--- src/verilog/chol_pkg.sv ---
// Fixed-point format, element and index types and the sequencer states, imported by the RTL and testbench
`default_nettype none

package chol_pkg;

	localparam int DATA_W = 36; // Signed element width
	localparam int FRAC_W = 16; // Fraction bits of every element
	localparam int ROOT_W = 26; // Half of the 52-bit radical
	localparam int MAX_N  = 8;  // Largest matrix order the index type can address

	// One matrix element in signed fixed point
	typedef logic signed [DATA_W-1:0] elem_t;

	// Full product of two elements and the shifted dividend
	typedef logic signed [2*DATA_W-1:0] wide_t;

	// Row or column index below MAX_N
	typedef logic [$clog2(MAX_N)-1:0] idx_t;

	// Column sequencer states
	typedef enum logic [2:0] {
		IDLE,      // Waiting for start
		PIVOT_RD,  // Pivot a_kk is read and tested
		SQRT_WAIT, // Root of the pivot in progress
		DIV_START, // Element a_ik is read and handed to the divider
		DIV_WAIT,  // Division of a_ik by L_kk in progress
		UPDATE,    // One trailing element per cycle gets its multiply-subtract
		NEXT_COL,  // Advance to the next column
		FINISH     // Raise done and drop busy
	} seq_state_t;

endpackage

`default_nettype wire

--- src/verilog/fx_sqrt.sv ---
// Bit-serial non-restoring square root of the 52-bit radical, started by the sequencer for each pivot
`default_nettype none

module fx_sqrt (
	input  logic                                      i,
	input  logic                                      rst_n,
	input  logic                                      start,
	input  logic [chol_pkg::DATA_W+chol_pkg::FRAC_W-1:0] radical,
	output logic                                      done,
	output logic [chol_pkg::ROOT_W-1:0]               root
);

	import chol_pkg::*;

	localparam int RAD_W = DATA_W + FRAC_W; // 52-bit radical
	localparam int CNT_W = $clog2(ROOT_W);  // Counts the 26 iterations

	logic                    busy;    // An extraction is running
	logic [CNT_W-1:0]        cnt;     // Iterations left after the current one
	logic [RAD_W-1:0]        rad_sh;  // Radical, consumed two bits at a time from the top
	logic signed [ROOT_W+1:0] rem;    // Partial remainder, may go negative
	logic [ROOT_W-1:0]       q;       // Root bits found so far
	logic signed [ROOT_W+1:0] rem_sh; // Remainder with the next bit pair shifted in
	logic signed [ROOT_W+1:0] rem_nxt; // Remainder after this iteration

	always_comb begin
		rem_sh = {rem[ROOT_W-1:0], rad_sh[RAD_W-1 -: 2]}; // Shift in the next two radical bits
		if (rem[ROOT_W+1])
			rem_nxt = rem_sh + {q, 2'b11}; // Negative remainder so add back
		else
			rem_nxt = rem_sh - {q, 2'b01}; // Non-negative remainder so subtract the trial
	end

	always_ff @(posedge i or negedge rst_n) begin
		if (!rst_n) begin
			busy <= 1'b0;
			done <= 1'b0;
			cnt  <= '0;
		end else begin
			done <= 1'b0; // Done is a single-cycle pulse
			if (start && !busy) begin
				busy <= 1'b1;
				cnt  <= CNT_W'(ROOT_W - 1);
			end else if (busy) begin
				if (cnt == '0) begin
					busy <= 1'b0; // Last root bit lands with this edge
					done <= 1'b1;
				end else begin
					cnt <= cnt - 1'b1;
				end
			end
		end
	end

	always_ff @(posedge i) begin
		if (start && !busy) begin
			rad_sh <= radical;
			rem    <= '0;
			q      <= '0;
		end else if (busy) begin
			rad_sh <= rad_sh << 2;
			rem    <= rem_nxt;
			q      <= {q[ROOT_W-2:0], ~rem_nxt[ROOT_W+1]}; // New root bit is set when remainder >= 0
		end
	end

	assign root = q; // Holds the final root until the next start

	// The sequencer must wait for done before the next pivot
	a_no_restart: assert property (@(posedge i) disable iff (!rst_n) start |-> !busy);

endmodule

`default_nettype wire
--- config.mk ---
export PLATFORM = sky130hd
export DESIGN_NAME = fx_sqrt
export DESIGN_NICKNAME = d
export VERILOG_FILES = /design/src/verilog/chol_pkg.sv /design/src/verilog/fx_sqrt.sv
export SDC_FILE = /design/constraint.sdc
export NUM_CORES = 1
export LEC_CHECK = 0
export BUFFER_PORTS_ARGS = -buffer_cell sky130_fd_sc_hd__buf_2
export CORE_ASPECT_RATIO = 1.75
export CORE_MARGIN = 1
export CORE_UTILIZATION = 54
export CTS_BUF_LIST = sky130_fd_sc_hd__clkbuf_8
export DETAILED_ROUTE_END_ITERATION = 12
export PLACE_DENSITY = 0.88
export SETUP_SLACK_MARGIN = 0.2
export SYNTH_ARGS = -nofsm -noshare
export SYNTH_HDL_FRONTEND = slang
export SYNTH_SLANG_ARGS = --single-unit
--- constraint.sdc ---
create_clock -name i -period 3.3 [get_ports i]
set_input_delay 0.66 -clock i [delete_from_list [all_inputs] [get_ports i]]
set_output_delay 0.66 -clock i [all_outputs]
set_load 0.01 [all_outputs]
After elaboration in Yosys (flattened, before gate mapping)
Index checks and enable logic that the tools add are counted.
{ "op_classes": {"n_reduce_logical": 5, "n_mux": 12, "bitwise_logic": 1, "add_sub_neg": 3, "n_eq_ne": 1} }
{ "op_table": {"columns": ["op", "n"], "rows": [
  ["52-bit 2-to-1 mux", 2],
  ["28-bit adder", 1],
  ["28-bit 2-to-1 mux", 1],
  ["28-bit subtractor", 1],
  ["5-bit 2-to-1 mux", 3],
  ["1-bit 2-to-1 mux", 6],
  ["5-bit zero test", 1],
  ["5-bit by 1-bit subtractor with 5-bit output (second input constant)", 1],
  ["2-bit by 1-bit inequality test with 1-bit output (second input constant)", 1],
  ["2-bit AND reduction", 1],
  ["2-bit nonzero test", 1],
  ["1-bit logical AND", 1],
  ["1-bit zero test", 1],
  ["1-bit inverter", 1]
]} }
{ "totals": {"input_bits": 55, "word_cells": 28, "ff_bits": 113, "out_inout_bits": 27} }

Longest topological paths before layout
{ "logic_depth": {"depth_word": 4, "depth_mapped": 12, "ltp_nobuf": 9} }

Worst setup path after synthesis
OpenSTA, ideal clock, no wires.
{ "synth_path": {"kind": "reg-to-reg", "from": "reg rem[27]", "to": "reg rem[25]", "setup_time_ps": 79, "stages_incl_launch_ff": 12, "setup_slack_ps": 229, "t_required_ps": 3221, "arrival_time_ps": 2992, "synth_period_minus_slack_ps": 3071, "path_buffers": 2, "path_cell_list": "dfxtp_1 > clkbuf_1 > clkbuf_1 > xnor2_1 > ha_1 > o211ai_1 > o21ai_2 > o2111a_4 > o211ai_4 > a32oi_2 > or4b_1 > o211ai_1"} }
{ "synth_between": {"elab_chain_cells": 1} }
{ "synth_lines": {"columns": ["item", "line_no", "text"], "rows": [
  ["start: declaration", "fx_sqrt.sv:21", "logic signed [ROOT_W+1:0] rem;"],
  ["start signal: assignment", "fx_sqrt.sv:62", "rem <= rem_nxt;"],
  ["28-bit 2-to-1 mux", "fx_sqrt.sv:28", "if (rem[ROOT_W+1])"]
]} }
Every way passes these cells.
A chain may end at the register's enable or synchronous reset.

Worst setup path in the final report
{ "layout_path": {"from": "reg rem[27]", "to": "reg rem[14]"} }
Same word-level chain as after synthesis.

==> impl_results.rst <==
.. list-table::
   :header-rows: 1

   * - Metric
     - Value
   * - Max-slew violation count
     - 0
   * - Synthesis warning total
     - 0
   * - Met3 usage
     - 0.0531
   * - Die area
     - 0.0114 mm²
   * - Min-Delay Path Class
     - in -> async
   * - Post-synthesis instance area
     - 0.00594 mm²
   * - Post-CTS Resized
     - 0
   * - Number of antenna violations at the first check in global routing
     - 0
   * - Total number of vias
     - ~5000
   * - Layout cell share with drive strength beyond 1
     - 0.151
   * - Iteration-0 DRC Markers
     - roughly 370
   * - Height of the chip
     - around 140 µm
   * - Buffers from clock root to sink, at most
     - 2
   * - CTS sink count
     - 112
   * - Post-Syn Instances
     - between 600 and 700
   * - Final Hold Violating Endpoints
     - 0
   * - Cell type contributing the most total cell area after synthesis
     - sky130_fd_sc_hd__edfxtp_1
   * - Net count after synthesis
     - 779
   * - First-pass iteration count of the detailed router
     - 5
   * - R2R setup slack
     - approximately 0.46 ns
   * - Global Route met2 Usage
     - 0.442
   * - Clock skew after layout
     - between 0.01 and 0.015 ns
   * - Post-synthesis sequential element count
     - approximately 110
   * - Category of the most critical setup path
     - reg -> reg
   * - Number of vias per cell after detailed routing
     - between 5 and 6
   * - Area share of the largest cell type after synthesis
     - 0.263
   * - Post-layout minimum cycle time
     - between 2 and 3 ns
   * - Finish-stage setup viols
     - 0
   * - Layout Area Growth over Synthesis
     - 12.3%
   * - TritonCTS clock tree
     - built
   * - Worst Path Required
     - 3.61 ns
   * - Maximum capacitance violations
     - 0
   * - Maximum operating frequency
     - roughly 0.35 GHz
   * - Share of the clock period used by the worst path
     - 0.861
   * - Initial standard-cell utilization of the core
     - 0.556
   * - Number of levels in the clock H-tree
     - 3
   * - Num ports
     - 82
   * - Commonest non-fill, non-tap cells in the layout
     - 255 x sky130_fd_sc_hd__nand2_1, 81 x sky130_fd_sc_hd__buf_2, 59 x sky130_fd_sc_hd__o21ai_0
   * - Clock latency on the worst-skew pair
     - 0.38 ns
   * - Horizontal extent of the die
     - just over 80 µm
   * - Met1 track demand over resource
     - 0.262
   * - Number of placement rows
     - 50
   * - TritonCTS Buffers
     - 9
   * - Number of DRC violations after detailed routing
     - 0
   * - Dominant combinational cell family by area after synthesis
     - simple AND/OR/NAND/NOR gates
   * - Antenna cells
     - 0
   * - CTS clock-pin slew for the worst setup and hold paths
     - ~0.11 ns
   * - Detailed-route wire length
     - between 10000 and 15000 µm
   * - Total global-route track usage
     - 0.249
   * - First-pass GRT wire length
     - approximately 22000 µm
   * - Number of synthesized flops with an enable pin
     - between 50 and 60
   * - Most common library cell in the layout ignoring fill and taps
     - sky130_fd_sc_hd__nand2_1
   * - Vias in the first global route
     - ~5100
   * - Post-synthesis adder-cell area fraction
     - 0.0610
   * - DPL Wire Length
     - between 9000 and 10000 µm
   * - Prevailing post-synth register cell
     - sky130_fd_sc_hd__dfxtp_1
   * - Clock root cell
     - sky130_fd_sc_hd__clkbuf_8
   * - Relative slew margins
     - 0.554
   * - Setup fix buffers added after clock tree synthesis
     - 0
   * - Wirelength per Cell
     - approximately 15 µm
   * - Startpoint of the lowest-slack register-to-register path
     - rem[27]
   * - Async SR Flop Fraction
     - 0.0625
   * - Number of unique standard cell types used by synthesis
     - 49
   * - Part of the Yosys area used for sequential elements
     - 0.471
   * - Post-cts hold buffer count
     - 0
   * - Post-synthesis area per instance
     - approximately 8.6 µm²
   * - Worst EP arrival
     - between 3 and 4 ns
   * - Worst setup SP type
     - flop
   * - Area of the core
     - 0.0107 mm²
   * - Most area-consuming cells after synthesis
     - sky130_fd_sc_hd__edfxtp_1 26%, sky130_fd_sc_hd__dfxtp_1 18%, sky130_fd_sc_hd__nand2_1 16%, sky130_fd_sc_hd__ha_1 6.1%, sky130_fd_sc_hd__xnor2_1 5.6%
   * - Fin Setup TNS
     - 0 ns
   * - Depth of the most critical reg-to-reg path
     - 10
   * - Mux cell area share after synthesis
     - 0.00337
   * - Congestion Overflow GR
     - 0
   * - Synth Area in XOR/XNOR
     - 0.0737
   * - Most Used Layer, Global Route
     - met2
   * - Worst-path fanout max
     - 23
   * - R2R Path End
     - rem[14]
   * - Number of port buffers
     - 81
   * - Slew of the pin with the lowest slew margin
     - 0.662 ns
   * - Pin count of the biggest net entering global routing
     - 54
   * - Run status
     - finished clean
   * - Global placement routability congestion
     - about 0.96
   * - Element type at the critical path end
     - flop
   * - Setup repair after global routing missed its margin
     - false
   * - Antenna-violating nets left
     - 0
   * - Final net count
     - about 850
   * - Area fraction in compound gates after synthesis
     - 0.142
   * - Fraction of the mapped netlist area in simple logic gates
     - 0.219
==> synth_stat cells, types with 2 or more instances <==
cell type / instances
sky130_fd_sc_hd__a211o_1: 2
sky130_fd_sc_hd__a21o_1: 8
sky130_fd_sc_hd__a21oi_1: 28
sky130_fd_sc_hd__a22oi_1: 3
sky130_fd_sc_hd__a31oi_1: 2
sky130_fd_sc_hd__and2_1: 4
sky130_fd_sc_hd__and3_1: 4
sky130_fd_sc_hd__buf_1: 3
sky130_fd_sc_hd__clkbuf_1: 33
sky130_fd_sc_hd__dfrtp_1: 7
sky130_fd_sc_hd__dfxtp_1: 53
sky130_fd_sc_hd__edfxtp_1: 52
sky130_fd_sc_hd__ha_1: 29
sky130_fd_sc_hd__inv_1: 12
sky130_fd_sc_hd__mux2i_1: 2
sky130_fd_sc_hd__nand2_1: 255
sky130_fd_sc_hd__nand2b_1: 5
sky130_fd_sc_hd__nand3_1: 11
sky130_fd_sc_hd__nand4_1: 4
sky130_fd_sc_hd__nor2_1: 16
sky130_fd_sc_hd__nor2b_1: 2
sky130_fd_sc_hd__nor3_1: 9
sky130_fd_sc_hd__nor4b_1: 2
sky130_fd_sc_hd__o2111ai_1: 2
sky130_fd_sc_hd__o211ai_1: 3
sky130_fd_sc_hd__o21a_1: 3
sky130_fd_sc_hd__o21ai_0: 59
sky130_fd_sc_hd__o21ai_2: 2
sky130_fd_sc_hd__o21bai_1: 3
sky130_fd_sc_hd__o22ai_1: 8
sky130_fd_sc_hd__o31ai_1: 3
sky130_fd_sc_hd__xnor2_1: 38
sky130_fd_sc_hd__xor2_1: 12
==> final cells by class <==
type,instances,area [µm²]
Clock inverter,7,71.3
Tap cell,130,163
Fill cell,914,4020
Multi-Input combinational cell,535,2970
Timing Repair Buffer,92,500
Sequential cell,112,2800
Inverter,12,45.0
Clock buffer,9,124
==> sequential cells by signal, indices dropped and copies added, names as in the netlist <==
name and count:
done 1, root 26, rad_sh 52, cnt 5
rem 27, busy 1
==> per-layer routing <==
metal  vias to the layer above  share of wire  wire length, µm
li1                       2496              -                -
met1                      2297           0.38             4950
met2                       152           0.53             7000
met3                        42          0.054              705
met4                         0          0.036              479
met5                         -              0                0
==> stage by stage <==
stage / cells / cell area (µm²) / util / hold slack [ns] / setup slack [ns]
after floorplan: 695 / 5940 / - / 0.364 / 0.229
final: 897 / 6680 / 0.624 / 0.0854 / 0.460
after CTS: 897 / 6680 / 0.624 / 0.0875 / 0.512
after global routing: 897 / 6680 / 0.624 / 0.0865 / 0.212
after global placement: 881 / 6480 / 0.606 / 0.447 / 0.590
after detailed placement: 881 / 6480 / 0.606 / 0.453 / 0.553
==> worst max path at each step <==
stage               depth (start not counted)  slack [ns]      end    start
floorplan                                  11        0.23  rem[25]  rem[27]
global placement                           10        0.59  rem[22]  rem[27]
detailed placement                         10        0.55  rem[22]  rem[27]
CTS                                        10        0.51  rem[25]  rem[27]
global route                               10        0.21  rem[14]  rem[27]
finish                                     10        0.46  rem[14]  rem[27]
==> logic make-up after synthesis <==
logic type,Yosys count
muxes,2
and+or+nand+nor,318
DFF,112
adders and majority gates,29
buffers and inverters,48
xor gates and xnor gates,50
AOI/OAI and AO/OA,136
==> worst max-delay path, cell delays in order (launching register included) <==
cell and delay (ns):
sky130_fd_sc_hd__dfxtp_1 0.49, sky130_fd_sc_hd__buf_12 0.25, sky130_fd_sc_hd__xnor2_1 0.11, sky130_fd_sc_hd__ha_1 0.41, sky130_fd_sc_hd__o21ai_0 0.14, sky130_fd_sc_hd__a21oi_1 0.20
sky130_fd_sc_hd__o31ai_1 0.13, sky130_fd_sc_hd__o21ai_0 0.52, sky130_fd_sc_hd__o21ai_0 0.22, sky130_fd_sc_hd__xor2_1 0.18, sky130_fd_sc_hd__o21ai_0 0.13
Power is not shown: default switching activity piles up to over one toggle a cycle in this logic, so the estimate is an artifact.
