**src/verilog/chol_pkg.sv**
```systemverilog
// Fixed-point format, element and index types and the sequencer states, imported by the RTL and testbench
`default_nettype none

package chol_pkg;

	localparam int DATA_W = 36; // Signed element width
	localparam int FRAC_W = 16; // Fraction bits of every element
	localparam int ROOT_W = 26; // Half of the 52-bit radical
	localparam int MAX_N  = 8;  // Largest matrix order the index type can address

	// One matrix element in signed fixed point
	typedef logic signed [DATA_W-1:0] elem_t;

	// Full product of two elements and the shifted dividend
	typedef logic signed [2*DATA_W-1:0] wide_t;

	// Row or column index below MAX_N
	typedef logic [$clog2(MAX_N)-1:0] idx_t;

	// Column sequencer states
	typedef enum logic [2:0] {
		IDLE,      // Waiting for start
		PIVOT_RD,  // Pivot a_kk is read and tested
		SQRT_WAIT, // Root of the pivot in progress
		DIV_START, // Element a_ik is read and handed to the divider
		DIV_WAIT,  // Division of a_ik by L_kk in progress
		UPDATE,    // One trailing element per cycle gets its multiply-subtract
		NEXT_COL,  // Advance to the next column
		FINISH     // Raise done and drop busy
	} seq_state_t;

endpackage

`default_nettype wire

```
**src/verilog/chol_sequencer.sv**
```systemverilog
// Column-by-column FSM that drives the root, the divisions and the multiply-subtract update of the factor
`default_nettype none

module chol_sequencer #(
	parameter int N = 6
) (
	input  logic                                         i,
	input  logic                                         rst_n,
	input  logic                                         start,
	output logic                                         busy,
	output logic                                         done,
	output logic                                         pivot_err,
	output chol_pkg::idx_t                               ra_row,
	output chol_pkg::idx_t                               ra_col,
	output chol_pkg::idx_t                               rb_row,
	output chol_pkg::idx_t                               rb_col,
	output chol_pkg::idx_t                               rc_row,
	output chol_pkg::idx_t                               rc_col,
	input  chol_pkg::elem_t                              ra_data,
	input  chol_pkg::elem_t                              rb_data,
	input  chol_pkg::elem_t                              rc_data,
	output logic                                         sw_en,
	output chol_pkg::idx_t                               sw_row,
	output chol_pkg::idx_t                               sw_col,
	output chol_pkg::elem_t                              sw_data,
	output logic                                         sqrt_start,
	output logic [chol_pkg::DATA_W+chol_pkg::FRAC_W-1:0] sqrt_radical,
	input  logic                                         sqrt_done,
	input  logic [chol_pkg::ROOT_W-1:0]                  sqrt_root,
	output logic                                         div_start,
	output chol_pkg::wide_t                              div_dividend,
	output chol_pkg::elem_t                              div_divisor,
	input  logic                                         div_done,
	input  chol_pkg::elem_t                              div_quotient
);

	import chol_pkg::*;

	localparam idx_t LAST = idx_t'(N - 1); // Index of the last row and column

	seq_state_t state;
	idx_t       k_idx;    // Current column
	idx_t       i_idx;    // Row of the division or the update
	idx_t       j_idx;    // Column of the update
	elem_t      root_q;   // L_kk held as the divisor for the whole column
	logic       upd_vld;  // An updated element waits to be written
	idx_t       upd_row;
	idx_t       upd_col;
	elem_t      upd_val;  // Registered result of the multiply-subtract
	wide_t      prod;     // Full product L_ik * L_jk
	elem_t      upd_nxt;  // a_ij minus the rescaled product
	elem_t      root_ext; // Root zero-extended to an element
	logic       pivot_ok; // Pivot on port a is strictly positive

	// Port a follows the state, ports b and c always point at column k
	always_comb begin
		if (state == PIVOT_RD) begin
			ra_row = k_idx; // a_kk
			ra_col = k_idx;
		end else if (state == DIV_START) begin
			ra_row = i_idx; // a_ik
			ra_col = k_idx;
		end else begin
			ra_row = i_idx; // a_ij
			ra_col = j_idx;
		end
		rb_row = i_idx; // L_ik
		rb_col = k_idx;
		rc_row = j_idx; // L_jk
		rc_col = k_idx;
	end

	always_comb begin
		pivot_ok     = ra_data > 0;
		sqrt_start   = (state == PIVOT_RD) && pivot_ok; // Only a valid pivot is rooted
		sqrt_radical = {ra_data, {FRAC_W{1'b0}}};       // Pivot scaled by 2^FRAC_W
		div_start    = (state == DIV_START);
		div_dividend = wide_t'(ra_data) <<< FRAC_W;     // Element scaled by 2^FRAC_W
		div_divisor  = root_q;
		root_ext     = elem_t'({{(DATA_W-ROOT_W){1'b0}}, sqrt_root});
		prod         = wide_t'(rb_data) * wide_t'(rc_data);
		upd_nxt      = ra_data - elem_t'(prod >>> FRAC_W); // Wraps to DATA_W bits
	end

	// Root and quotient go straight to the store so the next reads see them
	always_comb begin
		if (state == SQRT_WAIT && sqrt_done) begin
			sw_en   = 1'b1;
			sw_row  = k_idx;
			sw_col  = k_idx;
			sw_data = root_ext;
		end else if (state == DIV_WAIT && div_done) begin
			sw_en   = 1'b1;
			sw_row  = i_idx;
			sw_col  = k_idx;
			sw_data = div_quotient;
		end else begin
			sw_en   = upd_vld; // Update results land one cycle after their operands
			sw_row  = upd_row;
			sw_col  = upd_col;
			sw_data = upd_val;
		end
	end

	always_ff @(posedge i or negedge rst_n) begin
		if (!rst_n) begin
			state     <= IDLE;
			busy      <= 1'b0;
			done      <= 1'b0;
			pivot_err <= 1'b0;
			k_idx     <= '0;
			i_idx     <= '0;
			j_idx     <= '0;
			upd_vld   <= 1'b0;
		end else begin
			done    <= 1'b0;
			upd_vld <= (state == UPDATE);
			case (state)
				IDLE: if (start) begin
					busy      <= 1'b1;
					pivot_err <= 1'b0; // Error flag lives until the next run
					k_idx     <= '0;
					state     <= PIVOT_RD;
				end
				PIVOT_RD: begin
					if (pivot_ok) begin
						state <= SQRT_WAIT;
					end else begin
						pivot_err <= 1'b1; // Matrix is not positive definite
						state     <= FINISH;
					end
				end
				SQRT_WAIT: if (sqrt_done) begin
					if (k_idx == LAST) begin
						state <= FINISH; // Last column has no sub-diagonal
					end else begin
						i_idx <= k_idx + idx_t'(1);
						state <= DIV_START;
					end
				end
				DIV_START: state <= DIV_WAIT;
				DIV_WAIT: if (div_done) begin
					if (i_idx == LAST) begin
						i_idx <= k_idx + idx_t'(1); // Trailing triangle starts at (k+1, k+1)
						j_idx <= k_idx + idx_t'(1);
						state <= UPDATE;
					end else begin
						i_idx <= i_idx + idx_t'(1);
						state <= DIV_START;
					end
				end
				UPDATE: begin
					if (i_idx == LAST) begin
						if (j_idx == LAST) begin
							state <= NEXT_COL;
						end else begin
							j_idx <= j_idx + idx_t'(1);
							i_idx <= j_idx + idx_t'(1); // Each column restarts on its diagonal
						end
					end else begin
						i_idx <= i_idx + idx_t'(1);
					end
				end
				NEXT_COL: begin
					k_idx <= k_idx + idx_t'(1);
					state <= PIVOT_RD;
				end
				FINISH: begin
					busy  <= 1'b0;
					done  <= 1'b1;
					state <= IDLE;
				end
				default: state <= IDLE;
			endcase
		end
	end

	always_ff @(posedge i) begin
		if (state == SQRT_WAIT && sqrt_done)
			root_q <= root_ext;
		if (state == UPDATE) begin
			upd_row <= i_idx;
			upd_col <= j_idx;
			upd_val <= upd_nxt;
		end
	end

	// Every result of a run lands in the lower triangle
	a_write_lower: assert property (@(posedge i) disable iff (!rst_n) sw_en |-> sw_row >= sw_col);

	// Done never stretches over two cycles
	a_done_pulse: assert property (@(posedge i) disable iff (!rst_n) done |=> !done);

endmodule

`default_nettype wire

```
**config.mk**
```make
export PLATFORM = sky130hd
export DESIGN_NAME = chol_sequencer
export DESIGN_NICKNAME = d
export VERILOG_FILES = /design/src/verilog/chol_pkg.sv /design/src/verilog/chol_sequencer.sv
export SDC_FILE = /design/constraint.sdc
export NUM_CORES = 2
export LEC_CHECK = 0
export BUFFER_PORTS_ARGS = -buffer_cell sky130_fd_sc_hd__buf_2
export CAP_MARGIN = 40
export CORE_MARGIN = 2
export CORE_UTILIZATION = 40
export CTS_CLUSTER_DIAMETER = 150
export DETAILED_ROUTE_END_ITERATION = 6
export HOLD_SLACK_MARGIN = 0.05
export SLEW_MARGIN = 40
export SYNTH_ARGS = -nofsm -noshare
export SYNTH_HDL_FRONTEND = slang
export SYNTH_SLANG_ARGS = --single-unit
export TNS_END_PERCENT = 100
```
**constraint.sdc**
```tcl
create_clock -name i -period 6.8 [get_ports i]
set_clock_uncertainty 0.15 [all_clocks]
set_input_delay 0.68 -clock i [delete_from_list [all_inputs] [get_ports i]]
set_output_delay 0.68 -clock i [all_outputs]
set_load 0.03 [all_outputs]
```
### Word level (Yosys, flattened, before mapping)

Cells that the tools add are included.

* register bits after elaboration: 84
* word-level logic and storage cells: 92

* add/sub/neg operators: 4
* multiply operators: 1
* $lt $le $gt $ge: 1
* equal/unequal tests: 20
* multiplexer cells: 39
* reduce and logical (&&, ||, !) cells: 15

Operators with widths (number)
* $mux 3: 25
* $mux 36: 2
* $mul 36x36->52: 1
* $gt 36x1->1 const B: 1
* $sub 36x36->36: 1
* $pmux 3 s8: 1
* $eq 3x3->1 const B: 7
* $reduce_and 5->1: 3
* $ne 2x2->1 const B: 6
* $pmux 3 s2: 2
* $add 3x1->3 const B: 3
* $pmux 3 s3: 1
* $reduce_bool 2->1: 4
* $eq 3x2->1 const B: 2
* $mux 1: 6
* $ne 2x1->1 const B: 3
* $pmux 1 s2: 2
* $reduce_and 2->1: 2
* $eq 3x1->1 const B: 1
* $logic_and 1x1->1: 3
* $logic_not 3->1: 1
* $ne 3x3->1 const B: 1
* $reduce_and 3->1: 1
* $reduce_bool 3->1: 1

### Longest topological paths before layout

* depth in word-level cells: 4
* mapped depth: 43

### Worst setup path before layout

No wires, ideal clock.

* path type: input-to-reg
* from: input port rc_data[0]
* to: register upd_val[35] (data pin)
* arrival: 9.372 ns
* required time: 6.392 ns
* setup slack: -2.979 ns
* cell stages on the path: 38
* buffers on the path: 2
* cells stage by stage: clkbuf_1 -> clkbuf_1 -> nand2_1 -> fa_1 -> fa_1 -> inv_1 -> fa_1 -> inv_1 -> fa_1 -> fa_1 -> inv_1 -> fa_1 -> fa_1 -> inv_1 -> fa_1 -> inv_1 -> ha_1 -> a21oi_1 -> [... 2 more ...] -> nand4_1 -> and2_1 -> a21oi_1 -> nor2b_1 -> nor2_1 -> xor2_1 -> ha_1 -> a21o_1 -> a21o_1 -> a211oi_1 -> o21ai_0 -> a21oi_2 -> a21oi_2 -> a41o_1 -> and4_4 -> a2111oi_4 -> a21oi_2 -> xnor2_1

* cells in the longest elaborated chain, start to end: 2

RTL lines
* start: declaration: line chol_sequencer.sv:21 `input chol_pkg::elem_t rc_data,`
* $mul 36x36->52: line chol_sequencer.sv:81 `prod = wide_t'(rb_data) * wide_t'(rc_data);`
* $sub 36x36->36: line chol_sequencer.sv:82 `upd_nxt = ra_data - elem_t'(prod >>> FRAC_W);`
* net upd_nxt[35]: line chol_sequencer.sv:51 `elem_t upd_nxt;`
* end signal: assignment: line chol_sequencer.sv:184 `upd_val <= upd_nxt;`
* end: declaration: line chol_sequencer.sv:49 `elem_t upd_val;`

The timed path passes the listed nets, and every way through them passes these cells.
A chain may end at the register's enable or synchronous reset.

### Final worst setup path

* from: input port rc_data[1]
* to: register upd_val[34] (data pin)

Same word-level chain as after synthesis.

==> results.md <==
* Run status: complete, but fails checks
* Failing checks: negative setup slack
* TritonRoute pass-1 iters at 5
* Maxcap violations at 0
* Worst EP arrival at 9300 ps
* GPL Wtd Cong at 0.924
* RSZ-0062 raised after global routing: yes
* Row cnt at 118
* Clock slew at reported path FFs at 70 ps
* H-tree Lvls at 3
* Ys async rst share at 0.190
* Crit Path Category: primary input to flip-flop
* Yosys top cell area share at 0.491
* GRT Util Overall at 0.247
* CTS tree: done
* Top cells by area, synth: fa_1 (49%), inv_1 (11%), and2_1 (7.8%)
* Tcrit/Tclk final at 1.37
* Post-Syn Area at 41,700 sq um
* PortBufs at 358
* Worst setup startpoint: rc_data[1]
* Die ar. at 107,000 sq um
* Reg2reg start: state[2]
* Post-synth top cells: inv_1 (1,180), fa_1 (1,023), nand2_1 (664), and2_1 (521), ha_1 (234)
* Critical Path End: upd_val[34]
* Final hold violations at 0
* Setup tns final at -61,130 ps
* Register area share after synthesis at 0.0585
* # placed instances at 6,542
* Filler cell count at 9,897
* Top-count cell post-synth: inv_1
* Slowest stage delay, CP at 550 ps
* Avg Vias per Cell at 4.83
* Remaining global-route overflow at 0
* Post-Syn Instances at 4,623
* Buf/Inv on CP at 10
* Clock Path Buffers at 2
* Yosys cell types at 67
* Fin nets at 6,647
* Worst Setup End Kind: flip-flop
* Post-synth EDFFs at 68
* Initial Util at 0.403
* Crit path max-delay family: adder cells
* Time the worst path needs with I/O delays and setup at 9330 ps
* Critical path depth at 40
* FF+latch count, synth at 84
* Worst path required time at 6770 ps
* Ys flop type: edfxtp_1
* Tightest Hold Check Type: primary input to asynchronous set/reset pin
* Root buffer cell: clkbuf_16
* Slew HR at 0.582
* FMAX at 0.107 GHz
* Final worst setup slack at -2530 ps
* Most used cell, CP: fa_1
* Vias in the first global route at 34,800
* Final setup fails at 36
* Average size of a mapped cell at 9.02 sq um
* CTS Buf Count at 9
* Post-Layout Cell Count at 6,603
* Max Slew Vio Count at 0
* Drt drc at 0
* Clk_lat worst skew at 350 ps
* Post-place instance area at 47,900 sq um
* Pin count of the biggest net entering global routing at 50
* R2R Setup Slk at 4100 ps
* Core Region at 103,000 sq um
* Die width at 327 um
* Vias at 31,900
* CP Max Fanout at 5
* CP Launch Type: primary input
* Clk sinks at 84
* Slowest CP cell: fa_1
* R2R Path End: rc_row[0]
* Layout cells sized above 1 at 0.220
* Global-route wire length before repair at 201,000 um
* Initial drt markers at 1,749
* Initial antenna violation count at 6
* WL final at 128,000 um
* Final instance area at 49,900 sq um
* Cell taking the most area after synthesis: fa_1
* Routed Antenna Nets at 0
* Mean routed wirelength per cell at 19.4 um
* Synth-to-Final Area Change at 19.6%
* Final Util at 0.482
* Slew @ Worst Pin at 622 ps
* Yosys warns at 0
* HPWL Detailed at 110,000 um
* Io pins at 401
* FF-to-FF path depth at 6
* Die Y at 327 um
## area by class of cell
type	instances	area (sq um)	area share
clock buffers	10	250	0.00502
clock inverters	6	75.1	0.00151
inverters	1181	4440	0.0889
multi-input cells	3035	34100	0.684
repair buffers	904	6810	0.137
well taps	1380	1730	0.0346
diodes	3	7.51	0.000151
flip-flops and latches	84	2440	0.0490
## state kept, by name, summed over array words and instances, names as in the netlist, 3 cells and up
signal / cells
div_divisor: 26
rb_col: 3
rb_row: 3
rc_row: 3
state: 3
upd_col: 3
upd_row: 3
upd_val: 36
## metal layers
layer	GRT usage	wire (um)	vias up
met4	0.102	6170	2
met2	0.434	64100	1035
li1	-	-	14300
met1	0.312	51600	16400
met3	0.0243	6480	225
met5	0	7	-
## cell usage in the layout (no fill, tap or decap), drive strengths merged, types with 16 or more instances in the layout
cell	n
nor2b	17
xnor2	87
ha	234
o21ai	62
conb	42
dfrtp	16
a21oi	86
edfxtp	68
inv	1184
a21o	35
buf	902
xor2	33
and2	522
nand2b	17
fa	1023
mux2i	30
nor2	63
nand2	665
## cell families after synthesis
| kind of cell | share of synthesized area |
|---|---|
| compound gates | 0.0392 |
| xor+xnor | 0.0252 |
| fa+ha+maj | 0.561 |
| buf+inv | 0.152 |
| flops | 0.0585 |
| mux | 0.00882 |
| other cells | 0.0000899 |
| simple gates | 0.155 |
## how the worst min path moves through the flow
stage	cells past startpoint	endpoint	start	slack [ps]
after floorplan	0	busy	rst_n	230
after global placement	2	busy	busy	360
after detailed placement	2	busy	busy	370
after CTS	1	done	rst_n	80
after global routing	1	rb_row[0]	rst_n	110
final	1	rb_row[0]	rst_n	100
## stage by stage
| step | worst slack, ps | hold slack (ps) |
|---|---|---|
| 6_report | -2530 | 95.4 |
| 5_1_grt | -2850 | 111 |
| 4_1_cts | -2370 | 84.4 |
| 3_5_place_dp | -3360 | 374 |
| 3_3_place_gp | -3240 | 361 |
| 2_1_floorplan | -2370 | 234 |
## timing repair
action	in CTS	in global routing
hold buffers	0	0
gates cloned	6	0
pin swaps	75	68
setup endpoints to repair	36	36
gates resized for setup	215	87
buffers inserted	22	18
## worst reg2reg max path: cells and delay by family, from the launching register on
kind | cells | cell delay, ps
AO/OA/AOI/OAI | 2 | 440
buffers and inverters | 2 | 700
AND/OR/NAND/NOR | 2 | 640
flip-flops | 1 | 650
Power is not shown: default switching activity piles up to over one toggle a cycle in this logic, so the estimate is an artifact.
